## src/hw/mfb2axi_pkg.sv

```systemverilog
/*
 * Shared widths and types for the MFB to AXI-Stream converter.
 * Imported by every stage and by the top level.
 */

package mfb2axi_pkg;

    ////////////////////////////////////////////////////////////////////////////
    // Bus geometry
    ////////////////////////////////////////////////////////////////////////////

    // Two regions, one eight-byte block each
    localparam int mfb_regions = 2;
    localparam int block_bytes = 8;
    localparam int data_bytes  = mfb_regions * block_bytes;
    localparam int data_width  = data_bytes * 8;
    // End byte position inside one region
    localparam int pos_width   = $clog2(block_bytes);

    ////////////////////////////////////////////////////////////////////////////
    // Data word views
    ////////////////////////////////////////////////////////////////////////////

    // Same bits, seen flat by AXI and per region by MFB
    typedef union packed {
        logic [data_width-1:0]                     flat;
        logic [mfb_regions-1:0][block_bytes*8-1:0] region;
    } mfb_data_u;

    // One MFB word with per-region framing
    typedef struct packed {
        mfb_data_u                            data;
        logic [mfb_regions-1:0]               sof;
        logic [mfb_regions-1:0]               eof;
        // Last valid byte of a region that ends a frame
        logic [mfb_regions-1:0][pos_width-1:0] eof_pos;
    } mfb_word_t;

    // One AXI-Stream beat
    typedef struct packed {
        logic [data_width-1:0] tdata;
        logic [data_bytes-1:0] tkeep;
        logic                  tlast;
    } axi_beat_t;

endpackage

```

## src/hw/mfb_rx_stage.sv

```systemverilog
/*
 * MFB input register with a one-word skid buffer.
 * Keeps rx_dst_rdy a flop output while the splitter stalls.
 */

`timescale 1ns/1ps

module mfb_rx_stage (
    input  logic                   clk,
    input  logic                   rst_n,
    // MFB receive side
    input  mfb2axi_pkg::mfb_word_t rx,
    input  logic                   rx_src_rdy,
    output logic                   rx_dst_rdy,
    // Toward the splitter
    output mfb2axi_pkg::mfb_word_t word,
    output logic                   word_vld,
    input  logic                   word_rdy
);

    import mfb2axi_pkg::*;

    // Extra word caught after downstream ready drops
    mfb_word_t skid_q;
    // High while the skid register is free
    logic      skid_empty;
    logic      rx_fire;
    // Output register may take a new word
    logic      out_free;

    assign rx_fire    = rx_src_rdy && rx_dst_rdy;
    assign out_free   = !word_vld || word_rdy;
    // Flop output, low only while the skid holds a word
    assign rx_dst_rdy = skid_empty;

    ////////////////////////////////////////////////////////////////////////////
    // Control
    ////////////////////////////////////////////////////////////////////////////

    always_ff @(posedge clk) begin
        if (!rst_n) begin
            word_vld   <= 1'b0;
            skid_empty <= 1'b1;
        end else if (out_free) begin
            // Drain the skid first, rx is held off meanwhile
            if (!skid_empty) begin
                word_vld   <= 1'b1;
                skid_empty <= 1'b1;
            end else begin
                word_vld <= rx_fire;
            end
        end else if (rx_fire) begin
            // Output stalled, park the in-flight word
            skid_empty <= 1'b0;
        end
    end

    ////////////////////////////////////////////////////////////////////////////
    // Payload
    ////////////////////////////////////////////////////////////////////////////

    always_ff @(posedge clk) begin
        if (out_free) begin
            word <= skid_empty ? rx : skid_q;
        end else if (rx_fire) begin
            skid_q <= rx;
        end
    end

endmodule

```

## src/hw/mfb_frame_split.sv

```systemverilog
/*
 * Frame tracker and word splitter between MFB words and AXI beats.
 * Builds tkeep per region and sends a word holding the end of one frame
 * and the start of the next as two beats, one per frame.
 */

`timescale 1ns/1ps

module mfb_frame_split (
    input  logic                   clk,
    input  logic                   rst_n,
    // From the rx stage
    input  mfb2axi_pkg::mfb_word_t word,
    input  logic                   word_vld,
    output logic                   word_rdy,
    // Toward the tx stage
    output mfb2axi_pkg::axi_beat_t beat,
    output logic                   beat_vld,
    input  logic                   beat_rdy
);

    import mfb2axi_pkg::*;

    // Inside a frame across word boundaries
    logic                                   in_frame;
    // Second half of a split word is due
    logic                                   pend;
    // Per-region decode of the current word
    logic [mfb_regions-1:0]                 r_act;
    logic [mfb_regions-1:0]                 r_end;
    logic [mfb_regions-1:0][block_bytes-1:0] r_keep;
    logic                                   frame_after0;
    logic                                   split;
    logic                                   nxt_frame;
    logic                                   any_act;
    logic                                   last;
    mfb_data_u                              data;
    // Beat register may load
    logic                                   out_en;

    // Bytes 0 up to pos of a region
    function automatic logic [block_bytes-1:0] end_mask(input logic [pos_width-1:0] pos);
        logic [block_bytes-1:0] mask;
        for (int i = 0; i < block_bytes; i++) begin
            mask[i] = (i <= int'(pos));
        end
        return mask;
    endfunction

    assign out_en   = !beat_vld || beat_rdy;
    // Held off while the first fragment of a split goes out
    assign word_rdy = out_en && !split;

    ////////////////////////////////////////////////////////////////////////////
    // Region decode
    ////////////////////////////////////////////////////////////////////////////

    always_comb begin
        // Region 0 is spent once the first fragment has left
        r_act[0]     = !pend && (in_frame || word.sof[0]);
        r_end[0]     = r_act[0] && word.eof[0];
        frame_after0 = r_act[0] && !word.eof[0];
        // Frame ends in region 0, next one starts in region 1
        split        = r_end[0] && word.sof[1];
        r_act[1]     = !split && (frame_after0 || word.sof[1]);
        r_end[1]     = r_act[1] && word.eof[1];
        nxt_frame    = r_act[1] ? !word.eof[1] : frame_after0;
        any_act      = |r_act;
        last         = r_end[1] || (r_end[0] && !r_act[1]);

        for (int r = 0; r < mfb_regions; r++) begin
            if (!r_act[r]) begin
                // Lanes outside the frame carry nothing
                r_keep[r]      = '0;
                data.region[r] = '0;
            end else begin
                r_keep[r]      = r_end[r] ? end_mask(word.eof_pos[r]) : '1;
                data.region[r] = word.data.region[r];
            end
        end
    end

    ////////////////////////////////////////////////////////////////////////////
    // Frame state and beat valid
    ////////////////////////////////////////////////////////////////////////////

    always_ff @(posedge clk) begin
        if (!rst_n) begin
            beat_vld <= 1'b0;
            in_frame <= 1'b0;
            pend     <= 1'b0;
        end else if (out_en) begin
            // Idle words give no beat
            beat_vld <= word_vld && any_act;
            if (word_vld) begin
                in_frame <= nxt_frame;
                pend     <= split;
            end
        end
    end

    // Beat payload, lanes unchanged
    always_ff @(posedge clk) begin
        if (out_en) begin
            beat.tdata <= data.flat;
            beat.tkeep <= r_keep;
            beat.tlast <= last;
        end
    end

endmodule

```

## src/hw/axi_tx_stage.sv

```systemverilog
/*
 * AXI-Stream output register.
 * Holds the beat stable under tready back-pressure, no bubble on refill.
 */

`timescale 1ns/1ps

module axi_tx_stage (
    input  logic                   clk,
    input  logic                   rst_n,
    // From the splitter
    input  mfb2axi_pkg::axi_beat_t beat,
    input  logic                   beat_vld,
    output logic                   beat_rdy,
    // AXI transmit side
    output mfb2axi_pkg::axi_beat_t tx,
    output logic                   tx_tvalid,
    input  logic                   tx_tready
);

    import mfb2axi_pkg::*;

    // Beat currently presented on the bus
    axi_beat_t tx_q;
    logic      tx_fire;

    assign tx_fire = tx_tvalid && tx_tready;
    // Empty register or beat leaving this cycle
    assign beat_rdy = !tx_tvalid || tx_tready;
    assign tx       = tx_q;

    ////////////////////////////////////////////////////////////////////////////
    // Valid flag
    ////////////////////////////////////////////////////////////////////////////

    always_ff @(posedge clk) begin
        if (!rst_n) begin
            tx_tvalid <= 1'b0;
        end else if (beat_rdy) begin
            tx_tvalid <= beat_vld;
        end
    end

    ////////////////////////////////////////////////////////////////////////////
    // Beat register
    ////////////////////////////////////////////////////////////////////////////

    // Load when empty or when the held beat transfers
    always_ff @(posedge clk) begin
        if (beat_vld && (!tx_tvalid || tx_fire)) begin
            tx_q <= beat;
        end
    end

endmodule

```

## src/hw/mfb2axi_top.sv

```systemverilog
/*
 * MFB to AXI-Stream converter top level.
 * Chains rx register, frame splitter and tx register, three cycles deep.
 */

`timescale 1ns/1ps

module mfb2axi_top (
    input  logic                   clk,
    input  logic                   rst_n,
    // MFB receive side
    input  mfb2axi_pkg::mfb_word_t rx,
    input  logic                   rx_src_rdy,
    output logic                   rx_dst_rdy,
    // AXI transmit side
    output mfb2axi_pkg::axi_beat_t tx,
    output logic                   tx_tvalid,
    input  logic                   tx_tready
);

    import mfb2axi_pkg::*;

    // Rx stage to splitter
    mfb_word_t word;
    logic      word_vld;
    logic      word_rdy;
    // Splitter to tx stage
    axi_beat_t beat;
    logic      beat_vld;
    logic      beat_rdy;

    ////////////////////////////////////////////////////////////////////////////
    // Pipeline
    ////////////////////////////////////////////////////////////////////////////

    // Registered MFB input with skid
    mfb_rx_stage rx_stage_inst (
        .clk        (clk),
        .rst_n      (rst_n),
        .rx         (rx),
        .rx_src_rdy (rx_src_rdy),
        .rx_dst_rdy (rx_dst_rdy),
        .word       (word),
        .word_vld   (word_vld),
        .word_rdy   (word_rdy)
    );

    // Frame tracking and split
    mfb_frame_split frame_split_inst (
        .clk      (clk),
        .rst_n    (rst_n),
        .word     (word),
        .word_vld (word_vld),
        .word_rdy (word_rdy),
        .beat     (beat),
        .beat_vld (beat_vld),
        .beat_rdy (beat_rdy)
    );

    // AXI output register
    axi_tx_stage tx_stage_inst (
        .clk       (clk),
        .rst_n     (rst_n),
        .beat      (beat),
        .beat_vld  (beat_vld),
        .beat_rdy  (beat_rdy),
        .tx        (tx),
        .tx_tvalid (tx_tvalid),
        .tx_tready (tx_tready)
    );

endmodule

```

## config.mk

```make
export PLATFORM = sky130hd
export DESIGN_NAME = mfb2axi_top
export DESIGN_NICKNAME = d
export VERILOG_FILES = /design/src/hw/mfb2axi_pkg.sv /design/src/hw/mfb_rx_stage.sv /design/src/hw/mfb_frame_split.sv /design/src/hw/axi_tx_stage.sv /design/src/hw/mfb2axi_top.sv
export SDC_FILE = /design/constraint.sdc
export NUM_CORES = 1
export LEC_CHECK = 0
export ABC_AREA = 1
export BUFFER_PORTS_ARGS = -buffer_cell sky130_fd_sc_hd__buf_2
export CAP_MARGIN = 20
export CORE_MARGIN = 1
export CORE_UTILIZATION = 51
export CTS_CLUSTER_DIAMETER = 200
export DETAILED_ROUTE_END_ITERATION = 8
export GPL_TIMING_DRIVEN = 0
export PLACE_DENSITY = 0.8
export SYNTH_ARGS = -nofsm -noshare
export SYNTH_HDL_FRONTEND = slang
export SYNTH_HIERARCHICAL = 1
export SYNTH_SLANG_ARGS = --single-unit
```

## constraint.sdc

```tcl
create_clock -name clk -period 18.2 [get_ports clk]
set_clock_uncertainty 0.15 [all_clocks]
set_input_delay 3.64 -clock clk [delete_from_list [all_inputs] [get_ports clk]]
set_output_delay 3.64 -clock clk [all_outputs]
set_load 0.1 [all_outputs]
```

==> results by stage, run 1 <==
Critical path:
- The worst setup path is captured at a flip-flop.
- The reg-to-reg critical path endpoint is rx_stage_inst/skid_q[74].
- The critical path is of the in -> reg type.
- The data required time of the critical path is 18.33 ns.
- The startpoint of the most critical register-to-register path is tx_stage_inst/tx_tvalid.
- In this run the worst path has a maximum fanout of 75.
- The arrival time reported for the critical path endpoint is approximately 6.5 ns.
- STA classifies the critical path startpoint as an input pin.
- The number of cells on the worst reg-to-reg path is 11.
- The setup check on the worst reg-to-reg path leaves a slack of around 15 ns.

STA:
- The highest clock frequency the design can meet is roughly 0.16 GHz.
- Setup repair after global routing left no endpoint under its margin.
- The clock period minus worst slack is around 6.4 ns.
- The setup TNS is 0 ns.
- The count of pins over their slew limit is 0.
- The number of endpoints failing setup at the final stage is 0.
- For the pin with the worst max-slew slack, the measured transition is 0.872 ns.
- The final cycle utilization of the critical path is 0.351.
- Headroom to the max-slew limit came out at 0.417.
- The final-report hold violation count came to 0.

Clock tree:
- CTS built an H-tree with a depth of 2.
- After clock tree synthesis, the setup repair step added 0 buffers.
- Clock-pin slew was measured on the worst setup and hold paths at 0.06 ns.
- The insertion delay to the later sink of the worst-skew pair is between 0.5 and 0.6 ns.
- The clock tree from TritonCTS is done.
- The CTS buffer count is 54.
- The clock passes through at most 3 buffers.
- The root buffer cell is clkbuf_16.
- The number of gates resized after CTS was 0.
- Counting every sink on the clock net gives around 570.
- The hold-fix buffer count after cts is 0.

GRT:
- The first global-routing pass estimated 61200 µm of wire.
- After global routing the overflow that remains totals 0.
- The initial antenna violation count is 11.
- The number of global-route vias before repair is 11200.
- Across every metal layer, demand over resource in global routing totals 0.196.
- Entering global routing, the biggest net connects 76 pins.

Place:
- The congestion estimate from routability-driven global placement came to 0.816.
- The cell area after placement is ~23000 µm².
- In this run the tool buffered the top-level ports with 288 buffer cells.
- Once detailed placement completed, the half-perimeter wirelength came to 27500 µm.
- Including well taps, the total number of placed cells is approximately 2200.

Power and ir drop:
- VDD sags by at most roughly 0.09 mV.
- The design draws 2.89 mW.
- The leakage power summed over all cells is 10.8 nW.
- The cell area power density is 116 nW/µm².

Floorplanning:
- The core region is 40000 µm².
- The number of cell rows is 73.
- The number of top-level pins is 289.
- The floorplan step defined a die boundary enclosing roughly 42000 µm².
- In this run the vertical extent of the chip is around 200 µm.
- The die boundary width is 204 µm.
- The starting utilization of the core area is 0.520.

Hold path:
- The hold-critical path depth is 0.
- The path class of the tightest hold or removal check is reg -> reg.
- The start point of the worst hold path is frame_split_inst/beat[142].
- The worst hold path terminates at tx_stage_inst/tx[142].

Layout:
- The library cell used most frequently in the layout, excluding fill and tap cells, is edfxtp_1.
- The post-layout instance count excluding filler cells is 2292.
- The number of inserted filler cells in the final layout is 2814.
- The finished layout cell area is 25000 µm².
- Of the cells placed in the final design, the portion with a size suffix greater than 1 is 0.285.
- The top cell types in the final layout, fill and taps aside, are edfxtp_1 (566), buf_2 (296), inv_1 (288).
- The area occupied by multi-input gates is 2260 µm².
- The utilization of the core after routing is 0.625.
- The area added between synthesis and finish is 20.1%.
- The area taken by flip-flops and latches is 17100 µm².
- The net total in the final layout is ~1900.

Synth:
- Synthesis produced a netlist with a net count of 1505.
- For this run, the register share of the synthesized area comes to 0.823.
- Synthesis produced about 1400 cells.
- After synthesis, the netlist uses 20 different library cells.
- The synthesized netlist occupies a cell area of 20800 µm².
- The per-instance average area after synthesis is 15.3 µm².
- Yosys printed 6 warnings.
- The number of synthesized register bits is 572.

Routing:
- The total vias in the final route is about 11000.
- The DRC violation total after the first TritonRoute iteration is 802.
- In the final routed layout, each cell accounts on average for 17.5 µm.
- The per-cell via count in the routed design is 4.81.
- The remaining design rule violation count is 0.
- The detail route stage leaves a number of antenna-violating nets equal to 0.
- The first detailed-routing pass ran for 5 iterations.
- The total length of routed wires is around 40000 µm.

Outcome:
- The run finished with clean final reports.

Run:
- The total of max-cap violations is 0.
[logic make-up (layout without fill, tap and decap cells)]
| group | Yosys count | after routing | synth area share |
|---|---|---|---|
| AOI/OAI and AO/OA | 157 | 157 | 0.0528 |
| buffers and inverters | 335 | 733 | 0.0698 |
| and+or+nand+nor | 299 | 299 | 0.0546 |
| other | 0 | 6 | 0 |
| DFF | 572 | 572 | 0.823 |
[Yosys cell counts, drive strengths merged]
cell / instances / area, µm²
a21boi: 1 / 7.51
a21oi: 10 / 53.8
a31oi: 2 / 12.5
buf: 37 / 333
clkbuf: 8 / 30.0
dfxtp: 6 / 120
edfxtp: 566 / 17000
inv: 290 / 1090
nand2: 153 / 579
nand3: 4 / 20.0
nor2: 140 / 526
nor3: 2 / 10.0
o21ai: 144 / 1020
[power by group]
| part | leakage (nW) | internal (mW) | switching (mW) | total (mW) |
|---|---|---|---|---|
| clock network | 0.857 | 0.650 | 0.459 | 1.11 |
| logic | 4.18 | 0.0484 | 0.168 | 0.217 |
| registers | 5.76 | 1.54 | 0.0214 | 1.56 |
[worst max-delay path, stage by stage]
cell	delay, ns
buf_2	0.11
inv_2	0.07
nand2_2	0.06
nor2_1	0.31
inv_6	0.31
nand2_1	0.16
inv_1	0.06
inv_1	0.10
nand2_4	0.11
buf_16	0.22
nor2_4	0.72
buf_12	0.29
buf_12	0.24
[metrics by stage]
stage	setup slack, ns	hold WS (ns)
final	11.81	0.264
after global routing	11.62	0.266
after CTS	11.82	0.264
after detailed placement	11.21	0.255
after global placement	-9.03	0.252
after floorplan	0.756	0.250
[final cells by class]
class / instances / area share
Antenna cell: 6 / 0.000601
Buffer: 45 / 0.0145
Clock buffer: 62 / 0.0561
Clock inverter: 36 / 0.0141
Inverter: 290 / 0.0438
Multi-Input combinational cell: 456 / 0.0904
Sequential cell: 572 / 0.685
Tap cell: 525 / 0.0263
Timing Repair Buffer: 300 / 0.0691
[layer usage]
layer / track usage / routed length [µm] / part of all wire
met1: 0.236 / 15700 / 0.39
met2: 0.339 / 20700 / 0.51
met3: 0.0491 / 2450 / 0.061
met4: 0.0770 / 1290 / 0.032
met5: 0 / 56 / 0.0014
[registers in the layout, summed over array words and instances, names as in the netlist]
register	count
rx_stage_inst/word_vld	1
rx_stage_inst/skid_q	138
rx_stage_inst/word	138
frame_split_inst/in_frame	1
tx_stage_inst/tx	145
frame_split_inst/pend	1
tx_stage_inst/tx_tvalid	1
rx_stage_inst/rx_dst_rdy	1
frame_split_inst/beat	145
frame_split_inst/beat_vld	1
[worst max-delay path by stage]
stage / start / end / slack [ns] / depth (start not counted)
after floorplan: tx_tready / rx_stage_inst/skid_q[0] / 0.76 / 9
after global placement: tx_tready / rx_stage_inst/skid_q[68] / -9.03 / 10
after detailed placement: tx_tready / rx_stage_inst/skid_q[75] / 11.21 / 13
after CTS: tx_tready / rx_stage_inst/skid_q[75] / 11.82 / 13
after global routing: tx_tready / rx_stage_inst/skid_q[82] / 11.62 / 13
final: tx_tready / rx_stage_inst/skid_q[74] / 11.81 / 13
Power figures use the tool's default switching activity.
==> inputs of run 2 (changes only) <==
- CORE_UTILIZATION: 51 -> 52
- PLACE_DENSITY: 0.8 -> 0.78
- clock period: 18.2 -> 6.27 ns (I/O delays scaled with it)
==> results by stage, run 2 (synthesized netlist as in run 1, its figures left out) <==
Clock tree:
- The clock transition at the registers of the reported paths is 0.06 ns (about the same).
- The number of levels the H-tree was split into is 2 (unchanged).
- In this run the clock root is driven by a clkbuf_16.
- The hold-fix buffer count after cts is 0 (unchanged).
- The number of buffers inserted by post-CTS setup repair is 0 (unchanged).
- The CTS buffer count is 54 (unchanged).
- The number of gates given a new drive strength after cts is 0 (unchanged).
- The clock sink count is 572 (unchanged).
- TritonCTS built the clock tree.
- The insertion delay to the later sink of the worst-skew pair is 0.57 ns (-0.02 ns).
- The maximum clock path buffer count is 3 (unchanged).

STA:
- The final cycle utilization of the critical path is 0.646.
- The number of endpoints failing setup at the final stage was 0 (unchanged).
- The final-report hold violation count came to 0 (unchanged).
- The relative slew slack is 0.489 (+0.0717).
- Setup repair after global routing left no endpoint under its margin.
- The setup TNS is 0 ns (unchanged).
- The count of pins over their slew limit was 0 (unchanged).
- The slew at the pin closest to its max-slew limit was 0.765 ns (-0.107 ns).
- The clock period minus worst slack is a little over 4 ns.
- Timing would allow up to 0.247 GHz.

Floorplanning:
- The die boundary height was 202 µm (-0.96%).
- The overall die area came to 40800 µm² (-1.9%).
- The core area is 39000 µm² (-2.5%).
- The number of top-level pins is 289 (unchanged).
- The starting utilization of the core area is 0.533 (+0.0133).
- The number of cell rows was 72 (-1.4%).
- The die boundary width is 202 µm (-0.96%).

Power and ir drop:
- The cell area power density is 330 nW/µm² (+190%).
- The leakage power summed over all cells is 10.8 nW (-0.40%).
- The peak ir drop on the vdd network is 0.262 mV (+180%).

Routing:
- The DRC violation total after the first TritonRoute iteration is 641 (-20%).
- The per-cell via count in the routed design came to 4.75 (-1.4%).
- The total length of routed wires is 38700 µm (-3.7%).
- The detailed-router iteration count before antenna repair came to 5 (unchanged).
- The number of antenna-violating nets in the routed design is 0 (unchanged).
- The total vias in the final route is 10900 (-1.2%).
- The final routed wire length divided by cell count is 16.8 µm (-3.9%).
- The remaining design rule violation count came to 0 (unchanged).

GRT:
- The initial antenna violation count is 18 (+7).
- The largest net degree at the start of global routing came to 140 (+84%).
- The overall track demand over capacity in global routing was 0.193 (-0.00337).
- The total grt overflow is 0 (unchanged).
- The number of global-route vias before repair is 11200 (+0.38%).
- The wire length of the first global-routing pass was 59900 µm (-2.3%).

Run:
- The total of max-cap violations is 0 (unchanged).

Layout:
- The post-layout instance count excluding filler cells came to 2297 (+0.22%).
- The most common library cell in the layout ignoring fill and taps is edfxtp_1.
- In the layout the commonest cells are edfxtp_1 (566), buf_2 (296), inv_1 (287).
- The area taken by flip-flops and latches was 17100 µm² (unchanged).
- The number of inserted filler cells in the final layout was 2736 (-2.8%).
- The ratio of cells with drive above 1 in the final layout is 0.286 (+0.000973).
- The net total in the final layout is 1862 (+0.054%).
- The area added between synthesis and finish was 20.1% (about the same).
- The area occupied by multi-input gates is 2280 µm² (+0.94%).

Critical path:
- The worst setup path is captured at a flip-flop.
- The data required time of the critical path is 6.38 ns (-11.95 ns).
- STA classifies the critical path startpoint as an input pin.
- The slowest library cell on the worst path is nor2_4.
- The largest fanout of any net on the critical path is 39 (-48%).
- The arrival time reported for the critical path endpoint is 4.16 ns (-2.36 ns).
- The critical path goes through buf_2 > inv_12 > nand2_4 > nor2_4 > clkinvlp_4 > nand2_1 > inv_1 > inv_2 > nand2_8 > nor2_4 > buf_12 > buf_12.
- The largest stage delay on the critical path came to 0.70 ns (-0.02 ns).
- The worst setup path is of the in -> reg kind.

Place:
- The placed instance count came to 2181 (-0.32%).
- The HPWL after detailed placement came to 26600 µm (-3.2%).
- The total of buffers placed on input and output ports is 288 (unchanged).
- The final weighted congestion of routability-driven global placement is 0.813 (-0.47%).

Outcome:
- The run finished with clean final reports.

Hold path:
- In this run the worst hold path is classified as reg -> reg.
-- run 2: cell types whose count changed in the layout (fill, tap and decap cells not counted), sizes merged --
| cell | delta |
|---|---|
| inv | -2 |
| clkinv | -6 |
| clkbuf | +8 |
| bufinv | -4 |
| clkinvlp | +4 |
| buf | +1 |
| diode | +11 |
-- run 2: final timing paths --
| path | from | to | slack [ns] | depth (start not counted) |
|---|---|---|---|---|
| worst max-delay path | tx_tready | rx_stage_inst/skid_q[82] | 2.22 | 12 |
| worst max register to register | tx_stage_inst/tx_tvalid | rx_stage_inst/skid_q[82] | 2.61 | 10 |
| worst min-delay path | frame_split_inst/beat[11] | tx_stage_inst/tx[11] | 0.25 | 0 |
| worst min register to register | frame_split_inst/beat[11] | tx_stage_inst/tx[11] | 0.25 | 0 |
-- run 2: layout make-up --
class	count	area share
antenna	17	0.00170
buffer	45	0.0145
clock buffer	70	0.0594
clock inverter	28	0.00876
inverter	290	0.0442
multi-input combinational	456	0.0913
sequential	572	0.685
tap	518	0.0259
timing repair buffer	301	0.0690
-- run 2: metrics by stage --
| step | util | instance area, µm² | setup slack [ns] | total power, mW | hold slack (ns) |
|---|---|---|---|---|---|
| 4_1_cts | 0.639 | 24900 | 1.60 | 8.34 | 0.262 |
| 5_1_grt | 0.640 | 25000 | 1.99 | 8.53 | 0.253 |
| 3_3_place_gp | 0.588 | 22900 | -3.04 | 5.21 | 0.252 |
| 2_1_floorplan | - | 20900 | -0.721 | 5.05 | 0.250 |
| 6_report | 0.640 | 25000 | 2.22 | 8.25 | 0.253 |
| 3_5_place_dp | 0.595 | 23200 | 1.03 | 5.24 | 0.255 |
-- run 2: routing by layer --
metal | wire (µm) | up-vias | part of all wire | global-route usage
li1 | - | 5306 | - | -
met1 | 15100 | 5154 | 0.39 | 0.237
met2 | 19200 | 335 | 0.50 | 0.317
met3 | 2620 | 104 | 0.068 | 0.0401
met4 | 1790 | 2 | 0.046 | 0.112
met5 | 11 | - | 0.00028 | 0
-- run 2: critical path, delay by kind of cell --
kind,cells,cell delay [ns]
AND/OR/NAND/NOR,5,1.32
buffers and inverters,7,1.53
-- run 2: where the power goes --
group	switching [mW]	internal [mW]
Sequential	0.0589	4.47
Clock	1.31	1.78
Combinational	0.487	0.140
Total	1.85	6.40
